[src/hw/core_isa_pkg.sv]
package core_isa_pkg;

    localparam int reg_width = 16;
    localparam int reg_count = 8;
    localparam int imm_width = 8;

    typedef logic [2:0] reg_idx_t;

    typedef enum logic [3:0] {
        nop,
        add,
        sub,
        and_op,
        or_op,
        xor_op,
        lshift,
        rshift,
        cmpge,
        setc,     // dst = imm
        setid,    // dst = core id
        ld,
        st,
        bnz,      // branch to imm if src_a != 0
        ready
    } opcode_t;

    typedef struct packed {
        opcode_t                opc;
        reg_idx_t               dst;
        reg_idx_t               src_a;
        reg_idx_t               src_b;
        logic [imm_width-1:0]   imm;
    } insn_t;

    localparam insn_t insn_nop = '{opc: nop, dst: '0, src_a: '0, src_b: '0, imm: '0};
    localparam insn_t insn_ready = '{opc: ready, dst: '0, src_a: '0, src_b: '0, imm: '0};

endpackage

[src/hw/core_mem_pkg.sv]
package core_mem_pkg;

    localparam int data_width = 16;
    localparam int addr_width = 16;

    typedef logic [data_width-1:0] data_t;

    // request seen by the external data memory
    typedef struct packed {
        logic                   ld;
        logic                   st;
        logic [addr_width-1:0]  addr;
        data_t                  wdata;
    } mem_req_t;

endpackage

[src/hw/core_ctrl.sv]
`timescale 1ns/1ps

module core_ctrl #(
    parameter int insn_depth = 32,
    localparam int ptr_width = $clog2(insn_depth) + 1
) (
    input  logic                 clk,
    input  logic                 reset,
    input  logic                 load_en,
    input  logic                 start,
    input  logic                 done,
    output logic                 ready,
    output logic                 run,
    output logic                 load_we,
    output logic                 fetch_clear,
    output logic [ptr_width-1:0] load_addr
);

    typedef enum logic {
        st_idle,
        st_run
    } state_t;

    state_t state;

    assign ready = state == st_idle;
    assign run = state == st_run;
    assign fetch_clear = ready && start;
    assign load_we = ready && load_en;   // program words only while idle

    always_ff @(posedge clk)
    begin
        if (reset)
        begin
            state <= st_idle;
            load_addr <= '0;
        end
        else
        begin
            case (state)
                st_idle: if (start) state <= st_run;
                st_run: if (done) state <= st_idle;
                default: state <= st_idle;
            endcase
            if (fetch_clear)
                load_addr <= '0;
            else if (load_we)
                load_addr <= load_addr + 1'b1;
        end
    end

    a_load_in_range: assert property (@(posedge clk) disable iff (reset)
        load_we |-> load_addr < insn_depth)
        else $error("instruction word loaded past the last slot");

endmodule

[src/hw/insn_ptr.sv]
`timescale 1ns/1ps

module insn_ptr
    import core_isa_pkg::*;
#(
    parameter int insn_depth = 32,
    localparam int ptr_width = $clog2(insn_depth) + 1
) (
    input  logic                 clk,
    input  logic                 reset,
    input  logic                 clear,
    input  logic                 hold,
    input  logic                 branch_taken,
    input  logic [imm_width-1:0] branch_target,
    output logic [ptr_width-1:0] pc,
    output logic                 past_end
);

    logic [ptr_width-1:0] pc_q;   // address of the word now on the fetch output
    logic target_in_range;

    assign target_in_range = branch_target < insn_depth;
    assign past_end = pc_q >= insn_depth;

    // pc is the read address for the next cycle
    always_comb
    begin
        if (clear)
            pc = '0;
        else if (hold)
            pc = pc_q;
        else if (branch_taken)
            pc = target_in_range ? ptr_width'(branch_target) : ptr_width'(insn_depth);
        else if (past_end)
            pc = pc_q;   // park past the end
        else
            pc = pc_q + 1'b1;
    end

    always_ff @(posedge clk)
    begin
        if (reset)
            pc_q <= '0;
        else
            pc_q <= pc;
    end

endmodule

[src/hw/insn_memory.sv]
`timescale 1ns/1ps

module insn_memory
    import core_isa_pkg::*;
#(
    parameter int insn_depth = 32,
    localparam int addr_bits = $clog2(insn_depth),
    localparam int ptr_width = addr_bits + 1
) (
    input  logic                 clk,
    input  logic                 we,
    input  logic [ptr_width-1:0] waddr,
    input  insn_t                wdata,
    input  logic [ptr_width-1:0] raddr,
    output insn_t                rdata
);

    insn_t mem [insn_depth];

    // top pointer bit only marks past the end, the store ignores it
    always_ff @(posedge clk)
    begin
        if (we)
            mem[waddr[addr_bits-1:0]] <= wdata;
    end

    always_ff @(posedge clk)
    begin
        rdata <= mem[raddr[addr_bits-1:0]];   // registered read
    end

endmodule

[src/hw/register_file.sv]
`timescale 1ns/1ps

module register_file
    import core_isa_pkg::*;
    import core_mem_pkg::*;
(
    input  logic     clk,
    input  logic     reset,
    input  reg_idx_t ra,
    input  reg_idx_t rb,
    input  logic     we,
    input  reg_idx_t wa,
    input  data_t    wd,
    output data_t    da,
    output data_t    db
);

    data_t regs [reg_count];

    always_ff @(posedge clk)
    begin
        if (reset)
            regs <= '{default: '0};
        else if (we)
            regs[wa] <= wd;
    end

    // write-through, so decode sees what writeback stores this cycle
    assign da = (we && wa == ra) ? wd : regs[ra];
    assign db = (we && wa == rb) ? wd : regs[rb];

endmodule

[src/hw/alu.sv]
`timescale 1ns/1ps

module alu
    import core_isa_pkg::*;
    import core_mem_pkg::*;
(
    input  opcode_t opc,
    input  data_t   a,
    input  data_t   b,
    output data_t   result,
    output logic    nonzero
);

    always_comb
    begin
        case (opc)
            add:
                result = a + b;
            sub:
                result = a - b;
            and_op:
                result = a & b;
            or_op:
                result = a | b;
            xor_op:
                result = a ^ b;
            lshift:
                result = a << b[3:0];
            rshift:
                result = a >> b[3:0];   // logical
            cmpge:
                result = (a >= b) ? data_t'(1) : '0;
            default:
                result = '0;
        endcase
    end

    // bnz tests its first operand
    assign nonzero = |a;

endmodule

[src/hw/core_pipe.sv]
`timescale 1ns/1ps

module core_pipe
    import core_isa_pkg::*;
    import core_mem_pkg::*;
#(
    parameter logic [reg_width-1:0] core_id = '0
) (
    input  logic                 clk,
    input  logic                 reset,
    input  logic                 run,
    input  logic                 flush,
    input  insn_t                fetched,
    input  logic                 past_end,
    output logic                 hold,
    output logic                 branch_taken,
    output logic [imm_width-1:0] branch_target,
    output logic                 done,
    output mem_req_t             mem_req,
    input  data_t                mem_rdata,
    input  logic                 mem_ready
);

    insn_t d_insn;
    insn_t e_insn;
    insn_t m_insn;
    insn_t w_insn;
    insn_t fetch_insn;

    data_t e_a;
    data_t e_b;
    data_t m_result;   // alu result, constant or memory address
    data_t m_wdata;
    data_t w_result;
    data_t rf_da;
    data_t rf_db;
    data_t op_a;
    data_t op_b;
    data_t alu_result;
    data_t e_out;

    logic alu_nonzero;
    logic stall;
    logic mem_wait;
    logic freeze;

    function automatic logic is_arith(opcode_t opc);
        return opc inside {add, sub, and_op, or_op, xor_op, lshift, rshift, cmpge};
    endfunction

    function automatic logic writes_reg(opcode_t opc);
        return is_arith(opc) || opc inside {setc, setid, ld};
    endfunction

    function automatic logic reads_a(opcode_t opc);
        return is_arith(opc) || opc inside {ld, st, bnz};
    endfunction

    function automatic logic reads_b(opcode_t opc);
        return is_arith(opc) || opc == st;
    endfunction

    // newest producer wins
    function automatic data_t forward(reg_idx_t src, data_t val);
        if (writes_reg(m_insn.opc) && m_insn.dst == src)
            return m_result;
        if (writes_reg(w_insn.opc) && w_insn.dst == src)
            return w_result;
        return val;
    endfunction

    assign fetch_insn = past_end ? insn_ready : fetched;

    // a load in execute cannot feed the next instruction in time
    assign stall = e_insn.opc == ld
        && ((reads_a(d_insn.opc) && d_insn.src_a == e_insn.dst)
        || (reads_b(d_insn.opc) && d_insn.src_b == e_insn.dst));

    assign mem_wait = (m_insn.opc == ld || m_insn.opc == st) && !mem_ready;
    assign done = run && m_insn.opc == ready;
    assign freeze = !run || mem_wait || done;   // done keeps younger work out of memory
    assign hold = freeze || stall;

    register_file register_file_i (
        .clk   (clk),
        .reset (reset),
        .ra    (d_insn.src_a),
        .rb    (d_insn.src_b),
        .we    (writes_reg(w_insn.opc)),
        .wa    (w_insn.dst),
        .wd    (w_result),
        .da    (rf_da),
        .db    (rf_db)
    );

    always_comb
    begin
        op_a = forward(e_insn.src_a, e_a);
        op_b = forward(e_insn.src_b, e_b);
    end

    alu alu_i (
        .opc     (e_insn.opc),
        .a       (op_a),
        .b       (op_b),
        .result  (alu_result),
        .nonzero (alu_nonzero)
    );

    always_comb
    begin
        case (e_insn.opc)
            setc:
                e_out = reg_width'(e_insn.imm);
            setid:
                e_out = core_id;
            ld, st:
                e_out = op_a;
            default:
                e_out = alu_result;
        endcase
    end

    assign branch_taken = e_insn.opc == bnz && alu_nonzero;
    assign branch_target = e_insn.imm;

    always_ff @(posedge clk)
    begin
        if (reset || flush)
        begin
            d_insn <= insn_nop;
            e_insn <= insn_nop;
            m_insn <= insn_nop;
            w_insn <= insn_nop;
        end
        else if (!freeze)
        begin
            w_insn <= m_insn;
            m_insn <= e_insn;
            e_insn <= (stall || branch_taken) ? insn_nop : d_insn;
            if (branch_taken)
                d_insn <= insn_nop;   // second younger slot
            else if (!stall)
                d_insn <= fetch_insn;
        end
    end

    always_ff @(posedge clk)
    begin
        if (!freeze)
        begin
            e_a <= rf_da;
            e_b <= rf_db;
            m_result <= e_out;
            m_wdata <= op_b;
            w_result <= (m_insn.opc == ld) ? mem_rdata : m_result;
        end
    end

    always_comb
    begin
        mem_req.ld = m_insn.opc == ld;
        mem_req.st = m_insn.opc == st;
        mem_req.addr = m_result;
        mem_req.wdata = m_wdata;
    end

    a_load_use_stalled: assert property (@(posedge clk) disable iff (reset)
        m_insn.opc == ld |-> !(reads_a(e_insn.opc) && e_insn.src_a == m_insn.dst)
            && !(reads_b(e_insn.opc) && e_insn.src_b == m_insn.dst))
        else $error("load result used in execute before it returned");

    a_request_held: assert property (@(posedge clk) disable iff (reset)
        (mem_req.ld || mem_req.st) && !mem_ready |=> $stable(mem_req))
        else $error("memory request changed before mem_ready");

endmodule

[src/hw/core_top.sv]
`timescale 1ns/1ps

module core_top
    import core_isa_pkg::*;
    import core_mem_pkg::*;
#(
    parameter logic [reg_width-1:0] core_id = '0,
    parameter int insn_depth = 32,
    localparam int ptr_width = $clog2(insn_depth) + 1
) (
    input  logic     clk,
    input  logic     reset,
    input  logic     load_en,
    input  insn_t    load_insn,
    input  logic     start,
    output logic     ready,
    output mem_req_t mem_req,
    input  data_t    mem_rdata,
    input  logic     mem_ready
);

    logic                 run;
    logic                 load_we;
    logic                 fetch_clear;
    logic                 done;
    logic                 hold;
    logic                 branch_taken;
    logic                 past_end;
    logic [imm_width-1:0] branch_target;
    logic [ptr_width-1:0] load_addr;
    logic [ptr_width-1:0] pc;
    insn_t                fetched;

    core_ctrl #(.insn_depth(insn_depth)) core_ctrl_i (
        .clk         (clk),
        .reset       (reset),
        .load_en     (load_en),
        .start       (start),
        .done        (done),
        .ready       (ready),
        .run         (run),
        .load_we     (load_we),
        .fetch_clear (fetch_clear),
        .load_addr   (load_addr)
    );

    insn_ptr #(.insn_depth(insn_depth)) insn_ptr_i (
        .clk           (clk),
        .reset         (reset),
        .clear         (fetch_clear),
        .hold          (hold),
        .branch_taken  (branch_taken),
        .branch_target (branch_target),
        .pc            (pc),
        .past_end      (past_end)
    );

    insn_memory #(.insn_depth(insn_depth)) insn_memory_i (
        .clk   (clk),
        .we    (load_we),
        .waddr (load_addr),
        .wdata (load_insn),
        .raddr (pc),
        .rdata (fetched)
    );

    core_pipe #(.core_id(core_id)) core_pipe_i (
        .clk           (clk),
        .reset         (reset),
        .run           (run),
        .flush         (fetch_clear),
        .fetched       (fetched),
        .past_end      (past_end),
        .hold          (hold),
        .branch_taken  (branch_taken),
        .branch_target (branch_target),
        .done          (done),
        .mem_req       (mem_req),
        .mem_rdata     (mem_rdata),
        .mem_ready     (mem_ready)
    );

endmodule

[config.mk]
export PLATFORM = sky130hd
export DESIGN_NAME = core_top
export DESIGN_NICKNAME = d
export VERILOG_FILES = /design/src/hw/core_isa_pkg.sv /design/src/hw/core_mem_pkg.sv /design/src/hw/core_ctrl.sv /design/src/hw/insn_ptr.sv /design/src/hw/insn_memory.sv /design/src/hw/register_file.sv /design/src/hw/alu.sv /design/src/hw/core_pipe.sv /design/src/hw/core_top.sv
export SDC_FILE = /design/constraint.sdc
export NUM_CORES = 1
export LEC_CHECK = 0
export BUFFER_PORTS_ARGS = -buffer_cell sky130_fd_sc_hd__buf_2
export CORE_ASPECT_RATIO = 1.5
export CORE_MARGIN = 5
export CORE_UTILIZATION = 50
export DETAILED_ROUTE_END_ITERATION = 10
export GPL_ROUTABILITY_DRIVEN = 0
export GPL_TIMING_DRIVEN = 0
export PLACE_DENSITY = 0.66
export SKIP_CTS_REPAIR_TIMING = 1
export SKIP_LAST_GASP = 1
export SYNTH_ARGS = -nofsm -noshare
export SYNTH_HDL_FRONTEND = slang
export SYNTH_HIERARCHICAL = 1
export SYNTH_SLANG_ARGS = --single-unit
[constraint.sdc]
create_clock -name clk -period 5.1 [get_ports clk]
set_input_delay 1.02 -clock clk [delete_from_list [all_inputs] [get_ports clk]]
set_output_delay 1.02 -clock clk [all_outputs]
set_load 0.02 [all_outputs]
==> impl_metrics.toml <==
[grt]
antenna_found_initial = 8
grt_pass1_wl_mm = 186
grt_pass1_vias = 29100
grt_max_degree = 75
grt_overflow_total = 0
grt_use_total_pct = 26.1

[power]
cellLeakagePower_nw = 17.7
seq_power_share_pct = 45.9
power.density_nw_per_um2 = 372
power_frac_clock_pct = 35.7
p_sw_mw = 5.31
combPwrFrac_pct = 18.5
p_int_mw = 13.8
ir_drop_mv = 0.318
switching_share_pct = 27.7

[clocking]
clkLatencyLatePin_ns = 0.69
cts_made_buffers = 89
cts_tree = "built"
clock-sinks = 969
htree_levels = 3
clk_pin_slew_ns = 0.06
clockBufferDepth = 3
root_buffer = "clkbuf_16"

[final_layout]
syn_to_final_growth_pct = 14.2
drive_above_1_share_pct = 17.7
fin_area_um2 = 51500
final_nets = 3830

[yosys]
syn_area_um2 = 45100
syn-mean-instance-area_um2 = 12.8
synth_nets = 3604
syn-instance-count = 3508
ys.warnings.count = 6

[detailed_routing]
antenna_left = 0
vias = 30300
dr.pass1.iters = 8
vias_per_cell = 6.10
wl_mm = 130
drtIter0Drc = 2804
wl_per_cell_um = 26.1
route.detailed.drc = 0

[sta]
max_freq_mhz = 200
hold_ws_ns = 0.439
post-route-min-period_ns = 4.99
period_share_pct = 97.8
relSlewSlack_pct = 30.1
final-setup-viol-count = 0
slew_viol_final = 0
hold_violations = 0
layout_setup_ws_ns = 0.110
clock_skew_ns = 0.0413
worst_pin_slew_ns = 1.04

[placed_design]
hpwl_mm = 91.1
dpl-instance-area_um2 = 47600
post-place-ws_ns = -1.42
io_buffers = 76

[floorplanning]
die_h_um = 378
die-area_um2 = 96400
io-pin-count = 77
fp-row-count = 135
core_um2 = 89900
die_x_um = 255
initial_core_util_pct = 50.2

[worst_setup_path]
worstPathMaxFanout = 11
endpoint_kind = "register"
cp.arrival_ns = 5.48
critPathKind = "register to register"
worstPathRequired_ns = 5.59
worst_setup_path_start_kind = "register"

[hold_path]
hp-class = "register to register"

[outcome]
status = "finished clean"

[job]
max_cap_viol_count = 0
[state kept, by name, summed over array words and instances, names as in the netlist, 8 cells and up]
name,flops
core_pipe_i/m_result,16
insn_memory_i/mem,672
core_pipe_i/w_result,16
insn_memory_i/rdata,21
core_pipe_i/e_b,16
core_pipe_i/branch_target,8
core_pipe_i/d_insn,21
core_pipe_i/e_a,16
core_pipe_i/register_file_i/regs,128
core_pipe_i/e_insn,13
core_pipe_i/m_wdata,16
[metrics by stage]
step                      setup TNS, ns  utilization [%]  total power, mW  std cells
after floorplan                       0                -             11.0       3508
after global placement           -33.85             52.2             12.1       4748
after detailed placement         -31.87             52.9             12.2       4781
after CTS                        -33.48             56.3             19.0       4942
after global routing            -0.0490             57.3             19.8       4968
final                                 0             57.3             19.1       4969
[path summary, 6_finish.rpt]
check                                                         start                            endpoint  slack [ns]  cells after the start
worst max-delay path            core_pipe_i/w_insn[17]$_SDFFE_PP0N_   core_pipe_i/m_result[0]$_DFFE_PN_        0.11                     18
worst min-delay path                 insn_memory_i/rdata[7]$_DFF_P_  core_pipe_i/d_insn[7]$_SDFFE_PP0P_        0.44                      2
worst max register to register  core_pipe_i/w_insn[17]$_SDFFE_PP0N_   core_pipe_i/m_result[0]$_DFFE_PN_        0.11                     18
worst min register to register       insn_memory_i/rdata[7]$_DFF_P_  core_pipe_i/d_insn[7]$_SDFFE_PP0P_        0.44                      2
[cell type report]
cell class / instances / area [um^2]
Fill cell: 7276 / 38400
Sequential cell: 969 / 26900
Multi-Input combinational cell: 2217 / 17100
Clock buffer: 116 / 2440
Buffer: 260 / 1640
Tap cell: 1164 / 1460
Timing Repair Buffer: 138 / 1160
Clock inverter: 45 / 563
Inverter: 59 / 221
Antenna cell: 1 / 2.50
[power by group through the flow]
stage,Combinational [mW],Sequential (mW),Clock [mW]
6_report,3.54,8.78,6.83
4_1_cts,3.25,8.77,6.93
5_1_grt,3.73,8.78,7.28
3_3_place_gp,3.20,8.94,0
3_5_place_dp,3.24,8.94,0
2_1_floorplan,2.10,8.94,0
[cells in the final DEF, fill, tap and decap left out, drive strengths merged, types with 13 or more instances in the layout]
cell and count:
clkbuf 252, clkinv 33, nand2 466, xnor2 18, nor3 47, a21oi 292
a211oi 28, mux4 73, mux2i 395, ha 52, dfxtp 217, nand2b 16
a31oi 28, a22oi 85, o21ai 40, a22o 45, nor2b 13, o32ai 14
o211ai 13, nand3 54, a21boi 17, edfxtp 752, mux2 72, inv 61
nand4 56, buf 262, nor2 187
[per-layer routing]
layer	global-route usage, %	share of wire (%)	up-vias
li1	-	-	13700
met1	29.3	35	15000
met2	46.0	51	1229
met3	3.44	5.5	387
met4	17.0	7.7	8
met5	0	0.038	-
[worst max-delay path: stages, from the launching register on]
cell	delay, ns
dfxtp_1	0.32
nor4_1	0.34
a21oi_2	0.10
and4_1	0.21
buf_4	0.19
buf_4	0.20
mux2i_1	0.15
a21oi_1	0.59
buf_2	0.38
inv_2	0.13
buf_1	0.29
ha_1	0.42
nor3_1	0.39
nand4b_1	0.16
a21oi_1	0.29
o2111ai_1	0.20
nand4_1	0.22
nor2_1	0.08
o32ai_1	0.14
(Power assumes the default switching activity.)
